File: src/include/axilwb_macros.svh
`ifndef AXILWB_MACROS_SVH
`define AXILWB_MACROS_SVH

//////////////////////////////////////////////////
// Bridge widths
//////////////////////////////////////////////////

// AXI byte address width
`define AXILWB_AW 28

// Data width on both buses
`define AXILWB_DW 32

// Log2 of the response buffer depth
`define AXILWB_LGFIFO 3

`endif
File: src/hdl/axilwb_pkg.sv
`include "axilwb_macros.svh"

package axilwb_pkg;

	// AXI read response codes
	typedef enum logic [1:0]
	{
		RESP_OKAY   = 2'b00,
		RESP_SLVERR = 2'b10,
		RESP_DECERR = 2'b11
	} rresp_e;

	// Wishbone return path, sampled while cyc is high
	typedef struct packed
	{
		logic                  ack;
		logic                  err;
		logic [`AXILWB_DW-1:0] data;
	} wb_rsp_t;

	// One AXI R channel beat
	typedef struct packed
	{
		logic [`AXILWB_DW-1:0] data;
		rresp_e                resp;
	} rd_beat_t;

endpackage

File: src/hdl/axilrd2wbsp.sv
`timescale 1ns/1ps
`include "axilwb_macros.svh"

module axilrd2wbsp
(
	input  logic                  i_clk,
	input  logic                  i_axi_reset_n,
	// AXI read address channel
	input  logic                  i_axi_arvalid,
	input  logic [`AXILWB_AW-1:0] i_axi_araddr,
	output logic                  o_axi_arready,
	// AXI read data channel
	output logic                  o_axi_rvalid,
	output axilwb_pkg::rd_beat_t  o_axi_r,
	input  logic                  i_axi_rready,
	// Wishbone master
	output logic                  o_wb_cyc,
	output logic                  o_wb_stb,
	output logic [`AXILWB_AW-3:0] o_wb_addr,
	input  logic                  i_wb_stall,
	input  axilwb_pkg::wb_rsp_t   i_wb_rsp
);

	logic w_reset;
	logic accept;
	logic wb_err_seen;
	logic full;
	logic err_hold;
	logic returned;

	assign w_reset = !i_axi_reset_n;

	//////////////////////////////////////////////////
	// Address issue, ack tracking, response buffer
	//////////////////////////////////////////////////

	axil_ar_issue u_issue
	(
		.i_clk         (i_clk),
		.i_reset       (w_reset),
		.i_axi_arvalid (i_axi_arvalid),
		.i_axi_araddr  (i_axi_araddr),
		.o_axi_arready (o_axi_arready),
		.o_accept      (accept),
		.i_wb_stall    (i_wb_stall),
		.i_wb_err_seen (wb_err_seen),
		.i_full        (full),
		.i_err_hold    (err_hold),
		.o_wb_stb      (o_wb_stb),
		.o_wb_addr     (o_wb_addr)
	);

	wb_ack_tracker u_tracker
	(
		.i_clk         (i_clk),
		.i_reset       (w_reset),
		.i_wb_stb      (o_wb_stb),
		.i_wb_stall    (i_wb_stall),
		.i_wb_rsp      (i_wb_rsp),
		.i_err_hold    (err_hold),
		.o_wb_cyc      (o_wb_cyc),
		.o_returned    (returned),
		.o_wb_err_seen (wb_err_seen)
	);

	rd_resp_buffer u_buffer
	(
		.i_clk        (i_clk),
		.i_reset      (w_reset),
		.i_accept     (accept),
		.i_returned   (returned),
		.i_wb_rsp     (i_wb_rsp),
		.o_full       (full),
		.o_err_hold   (err_hold),
		.o_axi_rvalid (o_axi_rvalid),
		.o_axi_r      (o_axi_r),
		.i_axi_rready (i_axi_rready)
	);

endmodule

File: src/hdl/rd_resp_buffer.sv
`timescale 1ns/1ps
`include "axilwb_macros.svh"

module rd_resp_buffer
(
	input  logic                 i_clk,
	input  logic                 i_reset,
	input  logic                 i_accept,
	input  logic                 i_returned,
	input  axilwb_pkg::wb_rsp_t  i_wb_rsp,
	output logic                 o_full,
	output logic                 o_err_hold,
	// AXI read data channel
	output logic                 o_axi_rvalid,
	output axilwb_pkg::rd_beat_t o_axi_r,
	input  logic                 i_axi_rready
);

	localparam int lgfifo = `AXILWB_LGFIFO;
	localparam int depth  = 1 << lgfifo;

	logic [`AXILWB_DW-1:0] dfifo [0:depth-1];

	// first: accepted, mid: answered by the bus, last: read out
	logic [lgfifo:0] r_first;
	logic [lgfifo:0] r_mid;
	logic [lgfifo:0] r_last;
	logic [lgfifo:0] err_loc;

	logic [lgfifo:0] next_last;
	logic [lgfifo:0] fill;
	logic [lgfifo:0] show_slot;
	logic [lgfifo:0] err_slot;
	logic [lgfifo:0] err_dist;
	logic            read_beat;
	logic            err_now;
	logic            resp_hold;

	axilwb_pkg::rresp_e r_resp;
	axilwb_pkg::rresp_e next_resp;

	assign read_beat = o_axi_rvalid && i_axi_rready;
	assign err_now   = i_returned && i_wb_rsp.err;
	assign next_last = r_last + 1'b1;
	assign fill      = r_first - r_last;

	// Fill never exceeds the depth, so the top bit alone marks full
	assign o_full = fill[lgfifo];

	//////////////////////////////////////////////////
	// Pointers
	//////////////////////////////////////////////////

	always_ff @(posedge i_clk)
	begin
		if (i_reset)
		begin
			r_first <= '0;
			r_mid   <= '0;
			r_last  <= '0;
		end
		else
		begin
			if (i_accept)
				r_first <= r_first + 1'b1;
			// Unissued slots are skipped over during the error hold
			if (i_returned || (o_err_hold && (r_mid != r_first)))
				r_mid <= r_mid + 1'b1;
			if (read_beat)
				r_last <= next_last;
		end
	end

	always_ff @(posedge i_clk)
	begin
		if (i_returned)
			dfifo[r_mid[lgfifo-1:0]] <= i_wb_rsp.data;
		if (err_now)
			err_loc <= r_mid;
	end

	// Hold lasts until every accepted request has been answered
	always_ff @(posedge i_clk)
	begin
		if (i_reset || (r_first == r_last))
			o_err_hold <= 1'b0;
		else if (err_now)
			o_err_hold <= 1'b1;
	end

	//////////////////////////////////////////////////
	// Response code for the next beat shown
	//////////////////////////////////////////////////

	assign show_slot = read_beat ? next_last : r_last;
	assign resp_hold = o_err_hold || err_now;
	assign err_slot  = o_err_hold ? err_loc : r_mid;
	assign err_dist  = show_slot - err_slot;

	always_comb
	begin
		if (!resp_hold)
			next_resp = axilwb_pkg::RESP_OKAY;
		else if (err_dist == '0)
			next_resp = axilwb_pkg::RESP_SLVERR;
		else if (!err_dist[lgfifo])
			next_resp = axilwb_pkg::RESP_DECERR;
		else
			next_resp = axilwb_pkg::RESP_OKAY; // slot ahead of the error
	end

	always_ff @(posedge i_clk)
	begin
		if (i_reset)
			r_resp <= axilwb_pkg::RESP_OKAY;
		else if (!o_axi_rvalid || i_axi_rready)
			r_resp <= next_resp;
	end

	always_ff @(posedge i_clk)
	begin
		if (i_reset)
			o_axi_rvalid <= 1'b0;
		else if (i_returned)
			o_axi_rvalid <= 1'b1;
		else if (read_beat)
			o_axi_rvalid <= o_err_hold ? (next_last != r_first) : (next_last != r_mid);
	end

	assign o_axi_r = '{data: dfifo[r_last[lgfifo-1:0]], resp: r_resp};

endmodule

File: src/hdl/wb_ack_tracker.sv
`timescale 1ns/1ps
`include "axilwb_macros.svh"

module wb_ack_tracker
(
	input  logic                i_clk,
	input  logic                i_reset,
	input  logic                i_wb_stb,
	input  logic                i_wb_stall,
	input  axilwb_pkg::wb_rsp_t i_wb_rsp,
	input  logic                i_err_hold,
	output logic                o_wb_cyc,
	output logic                o_returned,
	output logic                o_wb_err_seen
);

	localparam int lgfifo = `AXILWB_LGFIFO;

	// Requests issued but not yet answered, at most the buffer depth
	logic [lgfifo:0] outstanding;
	logic            issue;

	assign issue = i_wb_stb && !i_wb_stall;

	assign o_wb_cyc = i_wb_stb || (outstanding != '0);

	// Responses only count while the cycle is open
	assign o_returned    = o_wb_cyc && (i_wb_rsp.ack || i_wb_rsp.err);
	assign o_wb_err_seen = o_wb_cyc && i_wb_rsp.err;

	//////////////////////////////////////////////////
	// Outstanding count
	//////////////////////////////////////////////////

	always_ff @(posedge i_clk)
	begin
		if (i_reset || o_wb_err_seen || i_err_hold || !o_wb_cyc)
		begin
			// An error abandons the cycle and anything still in flight
			outstanding <= '0;
		end
		else
		begin
			case ({issue, i_wb_rsp.ack})
				2'b10: outstanding <= outstanding + 1'b1;
				2'b01: outstanding <= outstanding - 1'b1;
				default: outstanding <= outstanding;
			endcase
		end
	end

endmodule

File: src/hdl/axil_ar_issue.sv
`timescale 1ns/1ps
`include "axilwb_macros.svh"

module axil_ar_issue
(
	input  logic                  i_clk,
	input  logic                  i_reset,
	// AXI read address channel
	input  logic                  i_axi_arvalid,
	input  logic [`AXILWB_AW-1:0] i_axi_araddr,
	output logic                  o_axi_arready,
	output logic                  o_accept,
	// Bus and buffer status
	input  logic                  i_wb_stall,
	input  logic                  i_wb_err_seen,
	input  logic                  i_full,
	input  logic                  i_err_hold,
	// Wishbone request
	output logic                  o_wb_stb,
	output logic [`AXILWB_AW-3:0] o_wb_addr
);

	// Room in the buffer, no error backlog, and the strobe slot is free
	// or about to be
	assign o_axi_arready = !i_full && !i_err_hold && (!o_wb_stb || !i_wb_stall);

	assign o_accept = i_axi_arvalid && o_axi_arready;

	//////////////////////////////////////////////////
	// Strobe
	//////////////////////////////////////////////////

	always_ff @(posedge i_clk)
	begin
		if (i_reset || i_wb_err_seen || i_err_hold)
		begin
			// Bus error kills any pending strobe
			o_wb_stb <= 1'b0;
		end
		else if (o_accept)
		begin
			o_wb_stb <= 1'b1;
		end
		else if (!i_wb_stall)
		begin
			o_wb_stb <= 1'b0;
		end
	end

	//////////////////////////////////////////////////
	// Word address
	//////////////////////////////////////////////////

	// Loaded whenever arready is high so issues can go back to back
	always_ff @(posedge i_clk)
	begin
		if (o_axi_arready)
		begin
			o_wb_addr <= i_axi_araddr[`AXILWB_AW-1:2];
		end
	end

endmodule

File: config.mk
export PLATFORM = sky130hd
export DESIGN_NAME = axilrd2wbsp
export DESIGN_NICKNAME = d
export VERILOG_FILES = /design/src/hdl/axilwb_pkg.sv /design/src/hdl/axilrd2wbsp.sv /design/src/hdl/rd_resp_buffer.sv /design/src/hdl/wb_ack_tracker.sv /design/src/hdl/axil_ar_issue.sv
export VERILOG_INCLUDE_DIRS = /design/src /design/src/include
export SDC_FILE = /design/constraint.sdc
export NUM_CORES = 1
export LEC_CHECK = 0
export ABC_CLOCK_PERIOD_IN_PS = 5540
export BUFFER_PORTS_ARGS = -buffer_cell sky130_fd_sc_hd__buf_4
export CAP_MARGIN = 20
export CORE_MARGIN = 5
export CORE_UTILIZATION = 55
export CTS_BUF_LIST = sky130_fd_sc_hd__clkbuf_8 sky130_fd_sc_hd__clkbuf_16
export CTS_CLUSTER_SIZE = 14
export DETAILED_ROUTE_END_ITERATION = 6
export GPL_TIMING_DRIVEN = 0
export PLACE_DENSITY = 0.74
export SLEW_MARGIN = 20
export SYNTH_ARGS = -nofsm -noshare
export SYNTH_HDL_FRONTEND = slang
export SYNTH_SLANG_ARGS = --single-unit
File: constraint.sdc
create_clock -name i_clk -period 5.54 [get_ports i_clk]
set_clock_uncertainty 0.15 [all_clocks]
set_input_delay 0.554 -clock i_clk [delete_from_list [all_inputs] [get_ports i_clk]]
set_output_delay 0.554 -clock i_clk [all_outputs]
set_load 0.05 [all_outputs]
==> results.py, run 1 <==
metrics = {
    "global_route": {
        "track_usage_pct": 20.8,
        "grt_pass1_vias": 6834,
        "grt_first_pass_wirelength_mm": 39.1,
        "overflow": 0,
        "grt_antenna_before_repair": 1,
        "largest_net_degree_at_the_start_of_global_routing": 28,
    },
    "clocking": {
        "worstSkewPairLatency_ns": 0.54,
        "clockBufferDepth": 3,
        "cts-hold-fix-buffers": 0,
        "path_clk_slew_ns": 0.06,
        "ctsHtreeMaxLevel": 1,
        "number_of_buffers_added_by_the_clock_tree_synthesis_step": 30,
        "clock-sinks": 307,
        "cts_tree": "built",
        "cts_repair_resize_count": 0,
        "cts_setup_buffers": 0,
        "root_buffer": "sky130_fd_sc_hd__clkbuf_16",
    },
    "place": {
        "postPlaceCellArea_um2": 13600,
        "hpwl_detailed_mm": 17.2,
        "port_buffers": 128,
        "dp_slack_ns": 1.20,
        "place.gp.congestion": 0.788,
        "dp_cells": 1080,
    },
    "worst_setup_path": {
        "rr_endpoint": "u_issue.o_wb_addr[19]",
        "worstSetupStartpoint": "u_buffer.r_last[1]",
        "timing.reg2reg.worst_path_depth": 9,
        "timing.critical_path.required_ns": 4.84,
        "worstReg2RegStart": "u_buffer.r_last[1]",
        "critical_path.endpoint": "o_axi_arready",
        "path_class": "flip-flop to output pin",
        "rrSetupSlack_ns": 2.06,
        "critPathArrivalTime_ns": 3.80,
        "timing.critical_path.from_type": "flip-flop",
        "cp-end-kind": "output pin",
        "crit_fanout": 27,
    },
    "timing": {
        "rsz0062_at_grt": "no",
        "final.min_clock_period_ns": 4.51,
        "total_count_of_hold_check_failures_in_the_final_report": 0,
        "fin_setup_tns_ns": 0,
        "finalWorstSetupSlack_ns": 1.03,
        "whs_ns": 0.0416,
        "tightest_slew_ns": 0.965,
        "slew_viol_final": 0,
        "period_share_pct": 81.3,
        "max_slew_margin_vs_limit_pct": 35.2,
        "fmax_mhz": 222,
        "final_setup_violation_count": 0,
    },
    "finish": {
        "layout.cell_area.non_filler_um2": 14600,
        "flow.area_growth_from_synthesis_pct": 21.2,
        "final_cell_count_no_fill": 1132,
        "final_core_util_pct": 67.2,
        "fin_nets": 913,
        "drive_above_1_share_pct": 34.2,
        "antenna_cells": 0,
    },
    "run": {
        "max-cap-violations": 0,
    },
    "logic_synthesis": {
        "post_synth_instance_area_um2": 12000,
        "ys_ff_latch": 307,
        "synth_top_cells_by_area": "sky130_fd_sc_hd__edfxtp_1 (71%), sky130_fd_sc_hd__mux4_2 (12%), sky130_fd_sc_hd__dfxtp_1 (3.5%)",
        "synthesis.yosys.warnings": 0,
        "sequential_area_share_after_synthesis_pct": 75.0,
        "mappedNetlistNets": 725,
        "netlist.top_cell.by_area": "sky130_fd_sc_hd__edfxtp_1",
        "synthesis.area_per_instance_um2": 18.7,
        "netlist_instances": 644,
        "synth.distinct_cells": 41,
        "async_reset_ff_share_pct": 0,
        "ys_dominant_reg_cell": "sky130_fd_sc_hd__edfxtp_1",
        "synth_top_cell_area_share_pct": 71.5,
        "number_of_enable_type_register_cells_in_the_synthesized_netlist": 286,
    },
    "detailed_routing": {
        "post-route-drc-count": 0,
        "wl_per_cell_um": 22.3,
        "detail_route.wirelength_mm": 25.2,
        "first_drt_pass_iteration_count": 5,
        "drtIter0Drc": 418,
        "routed_via_count": 6389,
        "ant_nets": 0,
        "drt-vias-per-instance": 5.64,
    },
    "worst_hold_path": {
        "hold_path_class": "input pin to flip-flop",
    },
    "floorplanning": {
        "start_util_pct": 55.4,
        "io_pins": 131,
        "fp.coreArea_um2": 21700,
        "fp.dieArea_um2": 24900,
        "chipHeight_um": 158,
        "die_w_um": 158,
        "count_of_standard_cell_rows": 54,
    },
    "pwr": {
        "pwr-share-comb_pct": 20.3,
        "power_frac_clock_pct": 32.5,
        "finalPower_mw": 5.83,
        "p_int_mw": 4.18,
        "p_switching_mw": 1.65,
        "power.static_leakage_nw": 5.18,
        "switching_share_pct": 28.3,
        "vdd_ir_drop_max_uv": 334,
        "part_of_the_total_power_dissipated_in_sequential_elements_pct": 47.3,
        "powerDensity_nw_per_um2": 400,
    },
    "status": {
        "run_status": "complete, no violations",
    },
}
worst max-delay path, cell delays in order, from the launching register on:
cell	delay (ns)
sky130_fd_sc_hd__dfxtp_1	0.43
sky130_fd_sc_hd__buf_2	0.30
sky130_fd_sc_hd__buf_1	0.63
sky130_fd_sc_hd__inv_1	0.12
sky130_fd_sc_hd__ha_1	0.34
sky130_fd_sc_hd__nor2b_1	0.13
sky130_fd_sc_hd__o21ai_0	0.14
sky130_fd_sc_hd__nand2b_1	0.15
sky130_fd_sc_hd__xnor2_1	0.17
sky130_fd_sc_hd__and2_2	0.55
sky130_fd_sc_hd__buf_4	0.31
how the worst min path moves through the flow:
stage	start	to	slack, ns	cells after the start
after floorplan	u_buffer.r_mid[2]	u_buffer.err_loc[2]	0.25	0
after global placement	u_buffer.r_mid[2]	u_buffer.err_loc[2]	0.26	0
after detailed placement	u_buffer.r_mid[2]	u_buffer.err_loc[2]	0.27	0
after CTS	i_axi_araddr[14]	u_issue.o_wb_addr[12]	0.02	1
after global routing	i_axi_araddr[14]	u_issue.o_wb_addr[12]	0.02	1
final	i_axi_araddr[14]	u_issue.o_wb_addr[12]	0.04	1
layout make-up:
type | count | area (µm²)
Sequential cell | 307 | 9010
Fill cell | 1416 | 7120
Multi-Input combinational cell | 300 | 2890
Timing Repair Buffer | 156 | 1230
Clock buffer | 30 | 751
Tap cell | 280 | 350
Clock inverter | 22 | 170
Buffer | 28 | 140
Inverter | 9 | 33.8
power groups by stage:
stage               clock (mW)  sequential [mW]  combinational, mW
finish                    1.89             2.76               1.18
global route              2.03             2.77               1.25
CTS                       1.92             2.76               1.19
detailed placement           0             2.81               1.19
global placement             0             2.81               1.14
floorplan                    0             3.02              0.592
flip-flops by register name, indices dropped and copies added, names as in the netlist:
| signal | flops |
|---|---|
| u_buffer.dfifo | 256 |
| u_buffer.err_loc | 4 |
| u_buffer.o_axi_rvalid | 1 |
| u_issue.o_wb_addr | 26 |
| u_buffer.r_resp | 2 |
| u_issue.o_wb_stb | 1 |
| u_tracker.outstanding | 4 |
| u_buffer.r_last | 4 |
| u_buffer.o_err_hold | 1 |
| u_buffer.r_mid | 4 |
| u_buffer.r_first | 4 |
cells in the mapped netlist, types with 2 or more instances:
master / count
sky130_fd_sc_hd__a21boi_0: 2
sky130_fd_sc_hd__a21o_1: 2
sky130_fd_sc_hd__a21oi_1: 12
sky130_fd_sc_hd__and2_1: 7
sky130_fd_sc_hd__buf_1: 6
sky130_fd_sc_hd__buf_2: 7
sky130_fd_sc_hd__buf_4: 5
sky130_fd_sc_hd__clkbuf_1: 9
sky130_fd_sc_hd__dfxtp_1: 21
sky130_fd_sc_hd__edfxtp_1: 286
sky130_fd_sc_hd__fa_1: 2
sky130_fd_sc_hd__ha_1: 12
sky130_fd_sc_hd__inv_1: 9
sky130_fd_sc_hd__mux2i_1: 5
sky130_fd_sc_hd__mux4_2: 64
sky130_fd_sc_hd__nand2_1: 109
sky130_fd_sc_hd__nand2b_1: 6
sky130_fd_sc_hd__nand3_1: 7
sky130_fd_sc_hd__nand4_1: 2
sky130_fd_sc_hd__nor2_1: 14
sky130_fd_sc_hd__nor2b_1: 8
sky130_fd_sc_hd__nor3_1: 4
sky130_fd_sc_hd__o21ai_0: 3
sky130_fd_sc_hd__o21ai_1: 2
sky130_fd_sc_hd__xnor2_1: 13
sky130_fd_sc_hd__xor2_1: 12
metal layers:
metal | track usage (%) | up-vias | share of wire, %
met1 | 28.8 | 3254 | 41
met2 | 34.4 | 226 | 49
met3 | 4.40 | 37 | 7.9
met4 | 5.08 | 2 | 2.0
li1 | - | 2870 | -
met5 | 0 | - | 0.052
cell usage in the layout (no fill, tap or decap), types with 2 or more instances in the layout:
| cell type | synthesis | routed |
|---|---|---|
| sky130_fd_sc_hd__clkbuf_1 | 9 | 9 |
| sky130_fd_sc_hd__buf_2 | 7 | 12 |
| sky130_fd_sc_hd__inv_1 | 9 | 14 |
| sky130_fd_sc_hd__nand2_1 | 109 | 109 |
| sky130_fd_sc_hd__xnor2_1 | 13 | 13 |
| sky130_fd_sc_hd__a21oi_1 | 12 | 12 |
| sky130_fd_sc_hd__clkinv_2 | 0 | 5 |
| sky130_fd_sc_hd__bufinv_16 | 0 | 2 |
| sky130_fd_sc_hd__o21ai_0 | 3 | 3 |
| sky130_fd_sc_hd__buf_16 | 0 | 2 |
| sky130_fd_sc_hd__fa_1 | 2 | 2 |
| sky130_fd_sc_hd__a21o_1 | 2 | 2 |
| sky130_fd_sc_hd__ha_1 | 12 | 12 |
| sky130_fd_sc_hd__a21boi_0 | 2 | 2 |
| sky130_fd_sc_hd__nand4_1 | 2 | 2 |
| sky130_fd_sc_hd__nor2_4 | 0 | 3 |
| sky130_fd_sc_hd__mux2i_1 | 5 | 5 |
| sky130_fd_sc_hd__nor2_1 | 14 | 11 |
| sky130_fd_sc_hd__dfxtp_1 | 21 | 21 |
| sky130_fd_sc_hd__nor3_2 | 1 | 5 |
| sky130_fd_sc_hd__nand2b_1 | 6 | 6 |
| sky130_fd_sc_hd__nor2b_1 | 8 | 8 |
| sky130_fd_sc_hd__nand3_1 | 7 | 7 |
| sky130_fd_sc_hd__and2_1 | 7 | 6 |
| sky130_fd_sc_hd__mux4_2 | 64 | 64 |
| sky130_fd_sc_hd__clkinv_1 | 0 | 5 |
| sky130_fd_sc_hd__clkbuf_16 | 0 | 30 |
| sky130_fd_sc_hd__edfxtp_1 | 286 | 286 |
| sky130_fd_sc_hd__o21ai_1 | 2 | 2 |
| sky130_fd_sc_hd__xor2_1 | 12 | 12 |
| sky130_fd_sc_hd__buf_1 | 6 | 6 |
| sky130_fd_sc_hd__buf_4 | 5 | 148 |
| sky130_fd_sc_hd__buf_6 | 1 | 6 |
| sky130_fd_sc_hd__clkinvlp_4 | 0 | 3 |
cells by family (layout without fill, tap and decap cells):
group	after synthesis	after routing	share of synthesized area (%)
mux	71	71	12.7
fa+ha+maj	14	14	1.58
buf+inv	37	245	1.45
xor+xnor	25	25	1.82
compound gates	27	27	1.59
flops	307	307	75.0
simple gates	163	163	5.90
Power figures use the tool's default switching activity.
==> run 2: changes to the inputs <==
- ABC_CLOCK_PERIOD_IN_PS: 5540 -> 4580
- clock period: 5.54 -> 4.58 ns (I/O delays scaled with it)
==> run 2 against run 1 <==
  * Routed wire length grew 2.1%
  * Critical path depth shrank 1
  * Count of clock-buffer cells in the layout grew 2
  * Largest cell class unchanged
  * Final cell count grew 4.9%
  * Highest routed layer is now met4
  * Combinational power grew 26%
  * Via count grew 1.7%
==> results.py, run 2 (synthesized netlist as in run 1, its figures left out) <==
metrics = {
    "clocking": {
        "cts_setup_buffers": 0,
        "ctsHtreeMaxLevel": 1,
        "root_buffer": "sky130_fd_sc_hd__clkbuf_16",
        "cts_tree": "built",
        "path_clk_slew_ns": 0.06,
        "clock-sinks": 307,
        "worstSkewPairLatency_ns": 0.55,
        "number_of_buffers_added_by_the_clock_tree_synthesis_step": 30,
        "clockBufferDepth": 3,
    },
    "detailed_routing": {
        "drtIter0Drc": 535,
        "drt-vias-per-instance": 5.48,
        "detail_route.wirelength_mm": 25.8,
        "post-route-drc-count": 0,
        "wl_per_cell_um": 21.7,
        "first_drt_pass_iteration_count": 6,
        "routed_via_count": 6499,
        "ant_nets": 0,
    },
    "worst_hold_path": {
        "hold_path_class": "input pin to flip-flop",
        "holdPathEnd": "u_issue.o_wb_stb",
        "timing.hold.worst_path_depth": 3,
        "hp-start": "i_wb_stall",
    },
    "timing": {
        "max_slew_margin_vs_limit_pct": 39.5,
        "fmax_mhz": 247,
        "slew_viol_final": 0,
        "fin_setup_tns_ns": 0,
        "final_setup_violation_count": 0,
        "rsz0062_at_grt": "no",
        "period_share_pct": 88.3,
        "final.min_clock_period_ns": 4.04,
        "total_count_of_hold_check_failures_in_the_final_report": 0,
        "tightest_slew_ns": 0.903,
    },
    "global_route": {
        "overflow": 0,
        "grt_antenna_before_repair": 0,
        "largest_net_degree_at_the_start_of_global_routing": 28,
        "track_usage_pct": 21.0,
        "grt_pass1_vias": 6840,
        "grt_first_pass_wirelength_mm": 39.6,
    },
    "finish": {
        "largest_register_ffs": 256,
        "multi_input_area_um2": 2890,
        "mostFrequentLayoutCells": "sky130_fd_sc_hd__edfxtp_1 (286), sky130_fd_sc_hd__buf_4 (146), sky130_fd_sc_hd__nand2_1 (109)",
        "filler_cell_count": 1353,
        "drive_above_1_share_pct": 31.3,
        "register_area_um2": 9010,
        "antenna_cells": 0,
        "final_core_util_pct": 70.1,
        "flow.area_growth_from_synthesis_pct": 26.4,
        "layout.cell_area.non_filler_um2": 15200,
        "final_common_cell": "sky130_fd_sc_hd__edfxtp_1",
        "fin_nets": 964,
    },
    "floorplanning": {
        "start_util_pct": 55.4,
        "fp.coreArea_um2": 21700,
        "die_w_um": 158,
        "count_of_standard_cell_rows": 54,
        "fp.dieArea_um2": 24900,
        "io_pins": 131,
        "chipHeight_um": 158,
    },
    "place": {
        "postPlaceCellArea_um2": 13600,
        "place.gp.congestion": 0.793,
        "hpwl_detailed_mm": 17.0,
        "port_buffers": 128,
    },
    "pwr": {
        "power_frac_clock_pct": 33.2,
        "vdd_ir_drop_max_uv": 383,
        "p_switching_mw": 2.03,
        "finalPower_mw": 7.21,
        "pwr-share-comb_pct": 20.6,
        "powerDensity_nw_per_um2": 475,
        "power.static_leakage_nw": 5.46,
        "part_of_the_total_power_dissipated_in_sequential_elements_pct": 46.2,
        "p_int_mw": 5.18,
        "switching_share_pct": 28.2,
    },
    "status": {
        "run_status": "complete, no violations",
    },
    "worst_setup_path": {
        "timing.critical_path.from_type": "flip-flop",
        "rrSetupSlack_ns": 1.47,
        "critPathArrivalTime_ns": 3.44,
        "crit_fanout": 27,
        "timing.critical_path.required_ns": 3.97,
        "cp-end-kind": "output pin",
        "worstReg2RegStart": "u_buffer.r_last[2]",
        "timing.reg2reg.worst_path_depth": 8,
        "rr_endpoint": "u_issue.o_wb_addr[13]",
        "path_class": "flip-flop to output pin",
    },
    "run": {
        "max-cap-violations": 0,
    },
}
## run 2: cell count changes in the layout (fill, tap and decap cells not counted), sizes merged
cell | before | now
buf | 175 | 168
bufinv | 2 | 3
clkbuf | 39 | 41
clkinv | 12 | 11
clkinvlp | 3 | 0
dlygate4sd3 | 0 | 58
inv | 14 | 19
## run 2: worst max-delay path by stage
stage / from / end / cells past startpoint
4_1_cts: u_buffer.r_last[1] / o_axi_arready / 10
3_5_place_dp: u_buffer.r_last[1] / o_axi_arready / 10
5_1_grt: u_buffer.r_last[1] / o_axi_arready / 9
3_3_place_gp: u_issue.o_wb_stb / u_buffer.dfifo[1][6] / 4
6_report: u_buffer.r_last[2] / o_axi_arready / 9
2_1_floorplan: u_issue.o_wb_stb / u_buffer.dfifo[1][0] / 4
## run 2: metal layers
layer  vias to the layer above  wire length [µm]  track usage [%]
met5                         -                 0                0
met4                         0               468             4.51
met3                        31              1900             3.53
met2                       230             12800             35.1
met1                      3264             10600             29.6
li1                       2974                 -                -
## run 2: worst max-delay path, cell delays in order, from the launching register on
cell,delay [ns]
sky130_fd_sc_hd__dfxtp_1,0.29
sky130_fd_sc_hd__buf_2,0.19
sky130_fd_sc_hd__inv_1,0.20
sky130_fd_sc_hd__buf_1,0.57
sky130_fd_sc_hd__ha_1,0.36
sky130_fd_sc_hd__o21ai_0,0.08
sky130_fd_sc_hd__nand2b_1,0.15
sky130_fd_sc_hd__xnor2_1,0.17
sky130_fd_sc_hd__and2_2,0.55
sky130_fd_sc_hd__buf_4,0.31
## run 2: power groups by stage
stage	Clock, mW	Sequential, mW	Combinational [mW]
final	2.39	3.33	1.49
after detailed placement	0	3.40	1.45
after CTS	2.43	3.34	1.50
after floorplan	0	3.65	0.718
after global routing	2.56	3.35	1.57
after global placement	0	3.40	1.38
## run 2: what timing repair did
item | in CTS | in global routing
hold buffers | 58 | 0
pin swaps | 0 | 0
gates cloned | 0 | 0
gates resized for setup | 1 | 0
endpoints found under the hold margin | 282 | 0
endpoints found under the setup margin | 1 | 1
## run 2: per-stage QoR
| step | instances | worst slack, ns | hold WS, ns |
|---|---|---|---|
| 4_1_cts | 1188 | 0.0884 | 0.0149 |
| 3_5_place_dp | 1074 | 0.294 | 0.280 |
| 3_3_place_gp | 1052 | -1.24 | 0.262 |
| 6_report | 1187 | 0.536 | 0.0372 |
| 5_1_grt | 1187 | 0.318 | 0.0399 |
| 2_1_floorplan | 644 | 0.245 | 0.253 |
## run 2: cell type report
class,count,share of cell area [%]
Inverter,9,0.222
Clock buffer,32,5.12
Clock inverter,24,1.33
Tap cell,280,2.31
Sequential cell,307,59.3
Buffer,27,0.897
Multi-Input combinational cell,300,19.0
Timing Repair Buffer,208,11.8
==> run 3: changes to the inputs <==
- MAX_ROUTING_LAYER: unset -> met4
- RECOVER_POWER: unset -> 100
==> run 3 against run 2 <==
  * The run now ends with capacitance limit, slew limit left
  * Die area stayed put
  * Largest power group unchanged
  * Maximum frequency is 1.5% lower
  * Sequential share of layout area is 2.4 points higher
  * Critical endpoint is now u_buffer.dfifo[7][9]
  * Via count is 0.48% higher
  * Register-to-register slack worse by 1.0 ns
  * Routed wire length is 0.10% lower
==> results.py, run 3 (synthesized netlist as in run 1, its figures left out) <==
metrics = {
    "status": {
        "run_status": "finished with violations",
        "violations": "capacitance limit, slew limit",
    },
    "timing": {
        "final_setup_violation_count": 0,
        "fmax_mhz": 243,
        "max_slew_margin_vs_limit_pct": -43.8,
        "final.min_clock_period_ns": 4.11,
        "rsz0062_at_grt": "no",
        "finalWorstSetupSlack_ns": 0.473,
        "fin_setup_tns_ns": 0,
        "whs_ns": 0.0346,
        "period_share_pct": 89.7,
        "slew_viol_final": 64,
        "total_count_of_hold_check_failures_in_the_final_report": 0,
        "tightest_slew_ns": 2.15,
    },
    "clocking": {
        "number_of_buffers_added_by_the_clock_tree_synthesis_step": 30,
        "clock-sinks": 307,
        "worstSkewPairLatency_ns": 0.55,
        "root_buffer": "sky130_fd_sc_hd__clkbuf_16",
        "path_clk_slew_ns": 0.06,
        "ctsHtreeMaxLevel": 1,
        "cts_tree": "built",
        "clockBufferDepth": 3,
        "cts_setup_buffers": 0,
    },
    "finish": {
        "register_area_um2": 9010,
        "filler_cell_count": 1511,
        "antenna_cells": 0,
        "drive_above_1_share_pct": 18.1,
        "flow.area_growth_from_synthesis_pct": 21.5,
        "fin_nets": 964,
        "final_cell_count_no_fill": 1187,
        "largest_register_ffs": 256,
        "mostFrequentLayoutCells": "sky130_fd_sc_hd__edfxtp_1 (286), sky130_fd_sc_hd__clkbuf_1 (117), sky130_fd_sc_hd__nand2_1 (109)",
        "final_core_util_pct": 67.3,
        "layout.cell_area.non_filler_um2": 14600,
        "multi_input_area_um2": 2790,
        "final_common_cell": "sky130_fd_sc_hd__edfxtp_1",
    },
    "global_route": {
        "grt_first_pass_wirelength_mm": 39.6,
        "largest_net_degree_at_the_start_of_global_routing": 28,
        "grt_antenna_before_repair": 0,
        "track_usage_pct": 21.6,
        "grt_pass1_vias": 6838,
        "overflow": 0,
    },
    "floorplanning": {
        "fp.dieArea_um2": 24900,
        "die_w_um": 158,
        "io_pins": 131,
        "fp.coreArea_um2": 21700,
        "count_of_standard_cell_rows": 54,
        "chipHeight_um": 158,
        "start_util_pct": 55.4,
    },
    "place": {
        "dp_slack_ns": 0.294,
        "place.gp.congestion": 0.804,
        "postPlaceCellArea_um2": 13600,
        "dp_cells": 1074,
        "port_buffers": 128,
        "hpwl_detailed_mm": 17.0,
    },
    "detailed_routing": {
        "wl_per_cell_um": 21.7,
        "drt-vias-per-instance": 5.50,
        "post-route-drc-count": 0,
        "drtIter0Drc": 499,
        "routed_via_count": 6530,
        "detail_route.wirelength_mm": 25.7,
        "ant_nets": 0,
        "first_drt_pass_iteration_count": 4,
    },
    "run": {
        "max-cap-violations": 4,
    },
    "pwr": {
        "finalPower_mw": 7.03,
        "powerDensity_nw_per_um2": 482,
        "power.static_leakage_nw": 4.99,
        "vdd_ir_drop_max_uv": 384,
    },
    "worst_setup_path": {
        "crit_fanout": 19,
        "critPathArrivalTime_ns": 4.13,
        "timing.critical_path.required_ns": 4.61,
        "timing.critical_path.from_type": "flip-flop",
        "path_class": "flip-flop to flip-flop",
        "cp-end-kind": "flip-flop",
    },
    "worst_hold_path": {
        "hold_path_class": "input pin to flip-flop",
    },
}
## run 3: layer usage
metal  global-route usage, %  vias to the layer above  share of wire [%]
li1                        -                     2973                  -
met1                    29.7                     3277                 42
met2                    35.1                      240                 49
met3                    3.44                       40                6.8
met4                    4.51                        0                1.9
met5                       -                        -                  0
## run 3: area by class of cell
class                           instances  area share (%)
Buffer                                 27           0.823
Clock buffer                           32            5.33
Clock inverter                         24            1.38
Inverter                                9           0.231
Multi-Input combinational cell        300            19.1
Sequential cell                       307            61.7
Tap cell                              280            2.40
Timing Repair Buffer                  208            9.07
## run 3: repair_timing
action,4_1_cts,5_1_grt
resized for setup,1,0
endpoints found under the hold margin,282,0
hold buffers,58,0
setup endpoints to repair,1,1
cloned,0,0
pin swaps,0,0
## run 3: worst paths after layout
kind	startpoint	endpoint	slack, ns	cells past startpoint
worst max register to register	u_buffer.r_mid[0]	u_buffer.dfifo[7][9]	0.47	4
worst max-delay path	u_buffer.r_mid[0]	u_buffer.dfifo[7][9]	0.47	4
worst min-delay path	i_wb_stall	u_issue.o_wb_stb	0.03	3
worst min register to register	u_buffer.r_mid[2]	u_buffer.err_loc[2]	0.29	0
## run 3: where the power goes
group	leakage [nW]	switching (mW)	internal [mW]	total, mW
sequential	2.78	0.0601	3.27	3.33
combinational	1.69	0.945	0.366	1.31
clock	0.519	0.996	1.39	2.39
total	4.99	2.00	5.03	7.03
## run 3: worst max-delay path, stage by stage (launching register included)
cell and delay (ns):
sky130_fd_sc_hd__dfxtp_1 0.36, sky130_fd_sc_hd__clkbuf_1 0.43, sky130_fd_sc_hd__o211ai_1 0.32, sky130_fd_sc_hd__nor2_1 1.58
sky130_fd_sc_hd__clkbuf_1 0.90
